File: config.mk
export PLATFORM = sky130hd
export DESIGN_NAME = gf2_split_mul
export DESIGN_NICKNAME = d
export VERILOG_FILES = /design/src/hdl/gf2_mul_pkg.sv /design/src/hdl/limb_mul_if.sv /design/src/hdl/operand_dispatch.sv /design/src/hdl/limb_clmul_unit.sv /design/src/hdl/product_recombine.sv /design/src/hdl/gf2_split_mul.sv
export SDC_FILE = /design/constraint.sdc
export NUM_CORES = 2
export LEC_CHECK = 0
export BUFFER_PORTS_ARGS = -buffer_cell sky130_fd_sc_hd__buf_4
export CORE_UTILIZATION = 35
export DETAILED_ROUTE_END_ITERATION = 10
export PLACE_DENSITY = 0.59
export SYNTH_ARGS = -nofsm -noshare
export SYNTH_HDL_FRONTEND = slang
export SYNTH_SLANG_ARGS = --single-unit
File: constraint.sdc
create_clock -name clk -period 11.02 [get_ports clk]
set_clock_uncertainty 0.2 [all_clocks]
set_input_delay 0.551 -clock clk [delete_from_list [all_inputs] [get_ports clk]]
set_output_delay 0.551 -clock clk [all_outputs]
set_load 0.02 [all_outputs]
File: src/hdl/gf2_mul_pkg.sv
// ====================
// Shared constants for the split GF(2) polynomial multiplier.
// Maps each limb unit number to the limb pair it multiplies
// and to the weight of its partial product.
// ====================
`default_nettype none

package gf2_mul_pkg;

	// Each operand is cut into this many limbs
	localparam int NUM_LIMBS = 3;

	// One unit for every limb-by-limb product
	localparam int NUM_PARTIALS = NUM_LIMBS * NUM_LIMBS;

	// Limb of operand a used by a unit
	function automatic int partial_a_index(input int unit_num);
		return unit_num / NUM_LIMBS;
	endfunction

	// Limb of operand b used by a unit
	function automatic int partial_b_index(input int unit_num);
		return unit_num % NUM_LIMBS;
	endfunction

	// Partial product sits at this weight, in units of one limb width
	function automatic int partial_weight(input int unit_num);
		return partial_a_index(unit_num) + partial_b_index(unit_num);
	endfunction

endpackage

`default_nettype wire

File: src/hdl/limb_mul_if.sv
// ====================
// Link between one limb multiplier and its neighbours.
// Operand side is fed by the dispatcher, result side is
// drained by the recombiner.
// ====================
`timescale 1ns/1ps
`default_nettype none

interface limb_mul_if #(
	parameter int LIMB_WIDTH = 16
);

	// Operand side
	logic                      start_valid;
	logic                      start_ready;
	logic [LIMB_WIDTH-1:0]     a_limb;
	logic [LIMB_WIDTH-1:0]     b_limb;

	// Result side, product is twice the limb width
	logic                      res_valid;
	logic                      res_ready;
	logic [2*LIMB_WIDTH-1:0]   product;

	modport source (output start_valid, output a_limb, output b_limb, input start_ready);

	modport unit (
		input  start_valid, input a_limb, input b_limb, input res_ready,
		output start_ready, output res_valid, output product
	);

	modport sink (input res_valid, input product, output res_ready);

endinterface

`default_nettype wire

File: src/hdl/operand_dispatch.sv
// ====================
// Takes an operand pair from the input port and starts all
// limb units at once, each with its own registered limb pair.
// ====================
`timescale 1ns/1ps
`default_nettype none

module operand_dispatch import gf2_mul_pkg::*; #(
	parameter int LIMB_WIDTH = 16
) (
	input  wire                              clk,
	input  wire                              rst,
	input  wire                              in_valid,
	output logic                             in_ready,
	input  wire  [NUM_LIMBS*LIMB_WIDTH-1:0]  a,
	input  wire  [NUM_LIMBS*LIMB_WIDTH-1:0]  b,
	limb_mul_if.source                       units [NUM_PARTIALS]
);

	logic [NUM_PARTIALS-1:0] all_ready;
	logic                    start_q;
	logic                    accept;

	// A pair already waiting to start blocks the next one
	assign in_ready = (&all_ready) && !start_q;
	assign accept   = in_valid && in_ready;

	// One-cycle start pulse after each accept
	always_ff @(posedge clk) begin
		if (rst) begin
			start_q <= 1'b0;
		end else begin
			start_q <= accept;
		end
	end

	for (genvar i = 0; i < NUM_PARTIALS; i++) begin : g_unit
		localparam int A_IDX = partial_a_index(i);
		localparam int B_IDX = partial_b_index(i);

		assign all_ready[i]         = units[i].start_ready;
		assign units[i].start_valid = start_q;

		// Limbs stay put until the next accept
		always_ff @(posedge clk) begin
			if (accept) begin
				units[i].a_limb <= a[A_IDX*LIMB_WIDTH +: LIMB_WIDTH];
				units[i].b_limb <= b[B_IDX*LIMB_WIDTH +: LIMB_WIDTH];
			end
		end
	end

	// Every unit must be idle when the broadcast start goes out
	a_start_when_ready: assert property (
		@(posedge clk) disable iff (rst)
		start_q |-> (all_ready == {NUM_PARTIALS{1'b1}})
	) else $error("start_valid raised on a busy limb unit");

endmodule

`default_nettype wire

File: src/hdl/limb_clmul_unit.sv
// ====================
// Bit-serial carry-less multiplier for one limb pair.
// One bit of a_limb per cycle; the product is held until
// the result side takes it.
// ====================
`timescale 1ns/1ps
`default_nettype none

module limb_clmul_unit #(
	parameter int LIMB_WIDTH = 16
) (
	input  wire     clk,
	input  wire     rst,
	limb_mul_if.unit lm
);

	localparam int CNT_W = $clog2(LIMB_WIDTH + 1);
	localparam logic [CNT_W-1:0] LAST_BIT = CNT_W'(LIMB_WIDTH - 1);

	logic                    start;
	logic                    busy;
	logic [CNT_W-1:0]        bit_cnt;
	logic [LIMB_WIDTH-1:0]   a_shift;
	logic [2*LIMB_WIDTH-1:0] b_shift;
	logic [2*LIMB_WIDTH-1:0] acc;

	assign start      = lm.start_valid && lm.start_ready;
	assign lm.product = acc;

	// Control: idle -> busy for LIMB_WIDTH cycles -> result held
	always_ff @(posedge clk) begin
		if (rst) begin
			lm.start_ready <= 1'b1;
			lm.res_valid   <= 1'b0;
			busy           <= 1'b0;
			bit_cnt        <= '0;
		end else if (start) begin
			lm.start_ready <= 1'b0;
			busy           <= 1'b1;
			bit_cnt        <= '0;
		end else if (busy) begin
			// Counter advances once per bit, on every path
			bit_cnt <= bit_cnt + 1'b1;
			if (bit_cnt == LAST_BIT) begin
				busy         <= 1'b0;
				lm.res_valid <= 1'b1;
			end
		end else if (lm.res_valid && lm.res_ready) begin
			lm.res_valid   <= 1'b0;
			lm.start_ready <= 1'b1;
		end
	end

	// Shift-and-XOR datapath
	always_ff @(posedge clk) begin
		if (start) begin
			a_shift <= lm.a_limb;
			b_shift <= {{LIMB_WIDTH{1'b0}}, lm.b_limb};
			acc     <= '0;
		end else if (busy) begin
			if (a_shift[0]) begin
				acc <= acc ^ b_shift;
			end
			a_shift <= a_shift >> 1;
			b_shift <= b_shift << 1;
		end
	end

	// Held result must not move before the recombiner takes it
	a_product_hold: assert property (
		@(posedge clk) disable iff (rst)
		(lm.res_valid && !lm.res_ready) |=> $stable(lm.product)
	) else $error("limb product changed while waiting for res_ready");

endmodule

`default_nettype wire

File: src/hdl/product_recombine.sv
// ====================
// Gathers the nine partial products, XORs them at their limb
// weights into the output register and offers the result.
// ====================
`timescale 1ns/1ps
`default_nettype none

module product_recombine import gf2_mul_pkg::*; #(
	parameter int LIMB_WIDTH = 16
) (
	input  wire                                clk,
	input  wire                                rst,
	limb_mul_if.sink                           units [NUM_PARTIALS],
	output logic                               out_valid,
	input  wire                                out_ready,
	output logic [2*NUM_LIMBS*LIMB_WIDTH-1:0]  c
);

	localparam int PROD_W = 2 * NUM_LIMBS * LIMB_WIDTH;

	logic [NUM_PARTIALS-1:0] all_valid;
	logic [PROD_W-1:0]       weighted [NUM_PARTIALS];
	logic [PROD_W-1:0]       sum;
	logic                    release_q;
	logic                    out_full;

	for (genvar i = 0; i < NUM_PARTIALS; i++) begin : g_part
		localparam int SHIFT = partial_weight(i) * LIMB_WIDTH;

		assign all_valid[i]       = units[i].res_valid;
		assign weighted[i]        = PROD_W'(units[i].product) << SHIFT;
		assign units[i].res_ready = release_q;
	end

	// Overlapping partials simply cancel or combine in GF(2)
	always_comb begin
		sum = '0;
		for (int i = 0; i < NUM_PARTIALS; i++) begin
			sum = sum ^ weighted[i];
		end
	end

	// Release pulse lasts one cycle; the units drop res_valid right after
	always_ff @(posedge clk) begin
		if (rst) begin
			release_q <= 1'b0;
		end else begin
			release_q <= (&all_valid) && !out_full && !release_q;
		end
	end

	always_ff @(posedge clk) begin
		if (rst) begin
			out_full <= 1'b0;
		end else if (release_q) begin
			out_full <= 1'b1;
		end else if (out_full && out_ready) begin
			out_full <= 1'b0;
		end
	end

	// Loaded in the release cycle, while the partials are still held
	always_ff @(posedge clk) begin
		if (release_q) begin
			c <= sum;
		end
	end

	assign out_valid = out_full;

	// Output must wait unchanged for the consumer
	a_out_hold: assert property (
		@(posedge clk) disable iff (rst)
		(out_full && !out_ready) |=> (out_full && $stable(c))
	) else $error("c changed while out_valid waited for out_ready");

endmodule

`default_nettype wire

File: src/hdl/gf2_split_mul.sv
// ====================
// Carry-less GF(2) polynomial multiplier, three limbs per operand.
// Valid/ready on both sides; c is twice the operand width.
// ====================
`timescale 1ns/1ps
`default_nettype none

module gf2_split_mul import gf2_mul_pkg::*; #(
	parameter int LIMB_WIDTH = 16
) (
	input  wire                                clk,
	input  wire                                rst,
	input  wire                                in_valid,
	output logic                               in_ready,
	input  wire  [NUM_LIMBS*LIMB_WIDTH-1:0]    a,
	input  wire  [NUM_LIMBS*LIMB_WIDTH-1:0]    b,
	output logic                               out_valid,
	input  wire                                out_ready,
	output logic [2*NUM_LIMBS*LIMB_WIDTH-1:0]  c
);

	// One link per limb unit
	limb_mul_if #(
		.LIMB_WIDTH (LIMB_WIDTH)
	) lm_if [NUM_PARTIALS] ();

	operand_dispatch #(
		.LIMB_WIDTH (LIMB_WIDTH)
	) u_dispatch (
		.clk      (clk),
		.rst      (rst),
		.in_valid (in_valid),
		.in_ready (in_ready),
		.a        (a),
		.b        (b),
		.units    (lm_if)
	);

	// All nine limb products run side by side
	for (genvar g = 0; g < NUM_PARTIALS; g++) begin : g_limb
		limb_clmul_unit #(
			.LIMB_WIDTH (LIMB_WIDTH)
		) u_unit (
			.clk (clk),
			.rst (rst),
			.lm  (lm_if[g])
		);
	end

	product_recombine #(
		.LIMB_WIDTH (LIMB_WIDTH)
	) u_recombine (
		.clk       (clk),
		.rst       (rst),
		.units     (lm_if),
		.out_valid (out_valid),
		.out_ready (out_ready),
		.c         (c)
	);

endmodule

`default_nettype wire

==> results.yml <==
grt:
  grtUsageTotal: 0.1564
  overflow: 0
  antenna_found_initial: 4
  grt_max_degree: 86
  grt_pass1_vias: 24060
  grt_pass1_wl_microns: 141200
timing:
  relSlewSlack: 0.1945
  min_period_over_period: 0.3082
  finalSetupViolations: 0
  tns_ns: 0
  fmax_mhz: 294.5
  slew_violations: 0
  final_hold_viol_count: 0
  final.min_clock_period_ns: 3.396
  worst_pin_slew_ns: 1.205
  rsz0062_at_grt: "false"
detailed_routing:
  viasPerCell: 4.593
  drt-pass1-iter-count: 7
  vias: 24990
  wl_microns: 90620
  drc: 0
  wl_per_cell_microns: 16.65
  dr.first_iter.drc_count: 1705
  drt.antenna.violating_nets: 0
clocking:
  cts.path.max_buffers: 3
  htreeDepth: 3
  post_cts_resized: 0
  clock-root-buffer: "clkbuf_16"
  worstSkewPairLatency_ns: 0.68
  numCtsBuffers: 105
  cts_tree: "done"
  clock-sinks: 987
  clkTransAtPathRegs_ns: 0.07
cells_and_area:
  areaGrowthSynthToFinish_pct: 16.88
  fin_cells: 5441
  fillers: 10840
  seqCellArea_sq_um: 24580
  nets: 3966
  drive_gt1_frac: 0.1071
  multiInputGateArea_sq_um: 13630
  antenna_cells: 0
synth:
  netlist_area_sq_um: 39630
  yosysSeqAreaShare: 0.6199
  ys_ff_latch: 987
  ys.warnings.count: 0
  avgSynthCellArea_sq_um: 10.93
  synth.distinct_cells: 34
  synth_edf_count: 480
  synth_fp_nets: 3744
  synth_flop_cell: "dfxtp_1"
  syn_inst: 3626
  ys_async_sr_fraction: 0
floorplanning:
  pin_count: 198
  dieArea_sq_um: 114600
  coreArea_sq_um: 112300
  die_y_microns: 338.5
  die_x_microns: 338.5
  placementRows: 123
  start_util: 0.3527
pwr:
  power_density_nw_per_um2: 295.3
  p_leak_nw: 17.92
  ir_drop_uv: 230.7
job:
  drv_cap: 0
setup_path:
  cp_data_required_time_ns: 11.21
  worst_setup_path_start_kind: "flip-flop"
  cp_slowest_cell: "nand2_1"
  critPathBufInv: 2
  max_stage_delay_ns: 0.92
  cp_top_family: "simple AND/OR/NAND/NOR gates"
  cp.arrival_ns: 3.58
  cp_max_fo: 33
  worstSetupEndpointType: "flip-flop"
  worstSetupPathType: "reg2reg"
  cp_cell_sequence: "buf_4 > nand2_1 > nand2_1 > buf_4"
run_status:
  outcome: "complete, no violations"
placed_design:
  dp_cells: 5144
  io_buffer_count: 197
  hpwl_microns: 60210
  place.gp.congestion: 0.7994
min_path:
  hold_path_class: "in2reg"
[registers in the layout (all words and copies together), names as in the netlist]
register	flops
g_limb.u_unit.a_shift	144
g_limb.u_unit.b_shift	288
g_limb.u_unit.bit_cnt	45
g_limb.u_unit.busy	9
g_limb.u_unit.lm.product	288
g_limb.u_unit.lm.res_valid	9
g_limb.u_unit.lm.start_ready	9
u_dispatch.units.a_limb	48
u_dispatch.units.b_limb	48
u_dispatch.units.start_valid	1
u_recombine.c	96
u_recombine.out_valid	1
u_recombine.units.res_ready	1
[worst min-delay path, stage by stage]
cell and delay (ns):
buf_4 0.08, nand2b_1 0.30, a21oi_1 0.11
[synth_stat cells, types with 12 or more instances]
cell type / count / area, sq um
a21oi_1: 20 / 100.1
and3_1: 27 / 168.9
buf_2: 122 / 610.6
buf_4: 23 / 172.7
buf_6: 44 / 495.5
clkbuf_1: 19 / 71.32
dfxtp_1: 507 / 10150
edfxtp_1: 480 / 14410
ha_1: 18 / 225.2
inv_1: 19 / 71.32
mux2i_1: 153 / 1531
nand2_1: 836 / 3138
nand3_1: 297 / 1486
nand4_1: 12 / 75.07
nor2_1: 441 / 1655
nor3_1: 37 / 185.2
xnor2_1: 201 / 1760
xor2_1: 306 / 2680
[worst paths after layout]
path                                         from                     endpoint  depth (start not counted)  slack (ns)
setup / recovery  u_dispatch.units[0].start_valid  g_limb[4].u_unit.b_shift[7]                          4        7.62
hold / removal                          out_ready        u_recombine.out_valid                          3        0.20
setup reg to reg  u_dispatch.units[0].start_valid  g_limb[4].u_unit.b_shift[7]                          4        7.62
hold reg to reg    g_limb[0].u_unit.lm.product[6]             u_recombine.c[6]                          0        0.25
[placed cells by master, fill, tap and decap left out, types with 2 or more instances in the layout]
cell type | synthesis | routed
a21oi_1 | 20 | 20
o21bai_1 | 8 | 8
inv_6 | 0 | 3
clkinv_4 | 0 | 2
and3_1 | 27 | 27
nand4b_1 | 2 | 2
nand2b_1 | 11 | 11
clkinv_2 | 0 | 18
clkinv_8 | 0 | 3
xor2_1 | 306 | 306
and2_4 | 7 | 8
a2111oi_2 | 2 | 2
clkinv_16 | 0 | 2
ha_1 | 18 | 18
inv_1 | 19 | 19
buf_4 | 23 | 229
dlygate4sd3_1 | 0 | 97
o31ai_2 | 6 | 6
clkbuf_1 | 19 | 26
and2_2 | 0 | 2
dfxtp_2 | 0 | 9
nand2_1 | 836 | 836
bufinv_16 | 0 | 5
xnor2_1 | 201 | 201
mux2i_1 | 153 | 153
a2111oi_4 | 6 | 6
dfxtp_1 | 507 | 497
nand3_1 | 297 | 297
a31oi_1 | 8 | 8
clkbuf_8 | 0 | 14
nor2_1 | 441 | 441
nor3_1 | 37 | 37
o31ai_1 | 3 | 3
clkbuf_16 | 0 | 108
clkinv_1 | 0 | 17
edfxtp_1 | 480 | 480
nand4_1 | 12 | 12
[stage by stage]
stage	setup WS [ns]	hold slack (ns)	area, sq um	utilization	power [mW]
3_5_place_dp	7.670	0.2362	41880	0.3728	10.27
6_report	7.624	0.1989	46310	0.4123	13.68
4_1_cts	7.656	0.1609	46310	0.4123	13.84
5_1_grt	7.332	0.1789	46310	0.4123	14.52
3_3_place_gp	7.803	0.2332	41880	0.3728	10.19
2_1_floorplan	7.063	0.2280	39630	-	9.116
[final cells by class]
class / instances / share of cell area
Clock buffer: 148 / 0.06462
Clock inverter: 52 / 0.01016
Inverter: 20 / 0.001621
Multi-Input combinational cell: 2408 / 0.2943
Sequential cell: 987 / 0.5307
Tap cell: 1500 / 0.04052
Timing Repair Buffer: 326 / 0.05808
[timing repair]
item | in CTS | in global routing
hold buffers | 97 | 0
endpoints found under the hold margin | 97 | 0
buffers inserted | 0 | 0
endpoints found under the setup margin | 0 | 0
[report_power, final]
group / internal [mW] / switching [mW] / total [mW]
combinational: 1.23 / 2.46 / 3.70
sequential: 5.56 / 0.919 / 6.47
clock: 2.02 / 1.48 / 3.50
total: 8.81 / 4.87 / 13.7
[cell families after synthesis]
family | Yosys count | synth area share
mux | 153 | 0.03865
buf+inv | 231 | 0.03625
compound gates | 55 | 0.01314
fa+ha+maj | 18 | 0.005684
xor+xnor | 507 | 0.1121
simple gates | 1675 | 0.1743
flops | 987 | 0.6199
[routing by layer]
metal / up-vias / routed length [microns] / GRT usage
met5: - / 0 / 0
met1: 11870 / 43540 / 0.2252
met2: 567 / 40180 / 0.2391
met4: 0 / 1994 / 0.04534
li1: 12440 / - / -
met3: 119 / 4910 / 0.02854
Power figures use the tool's default switching activity.
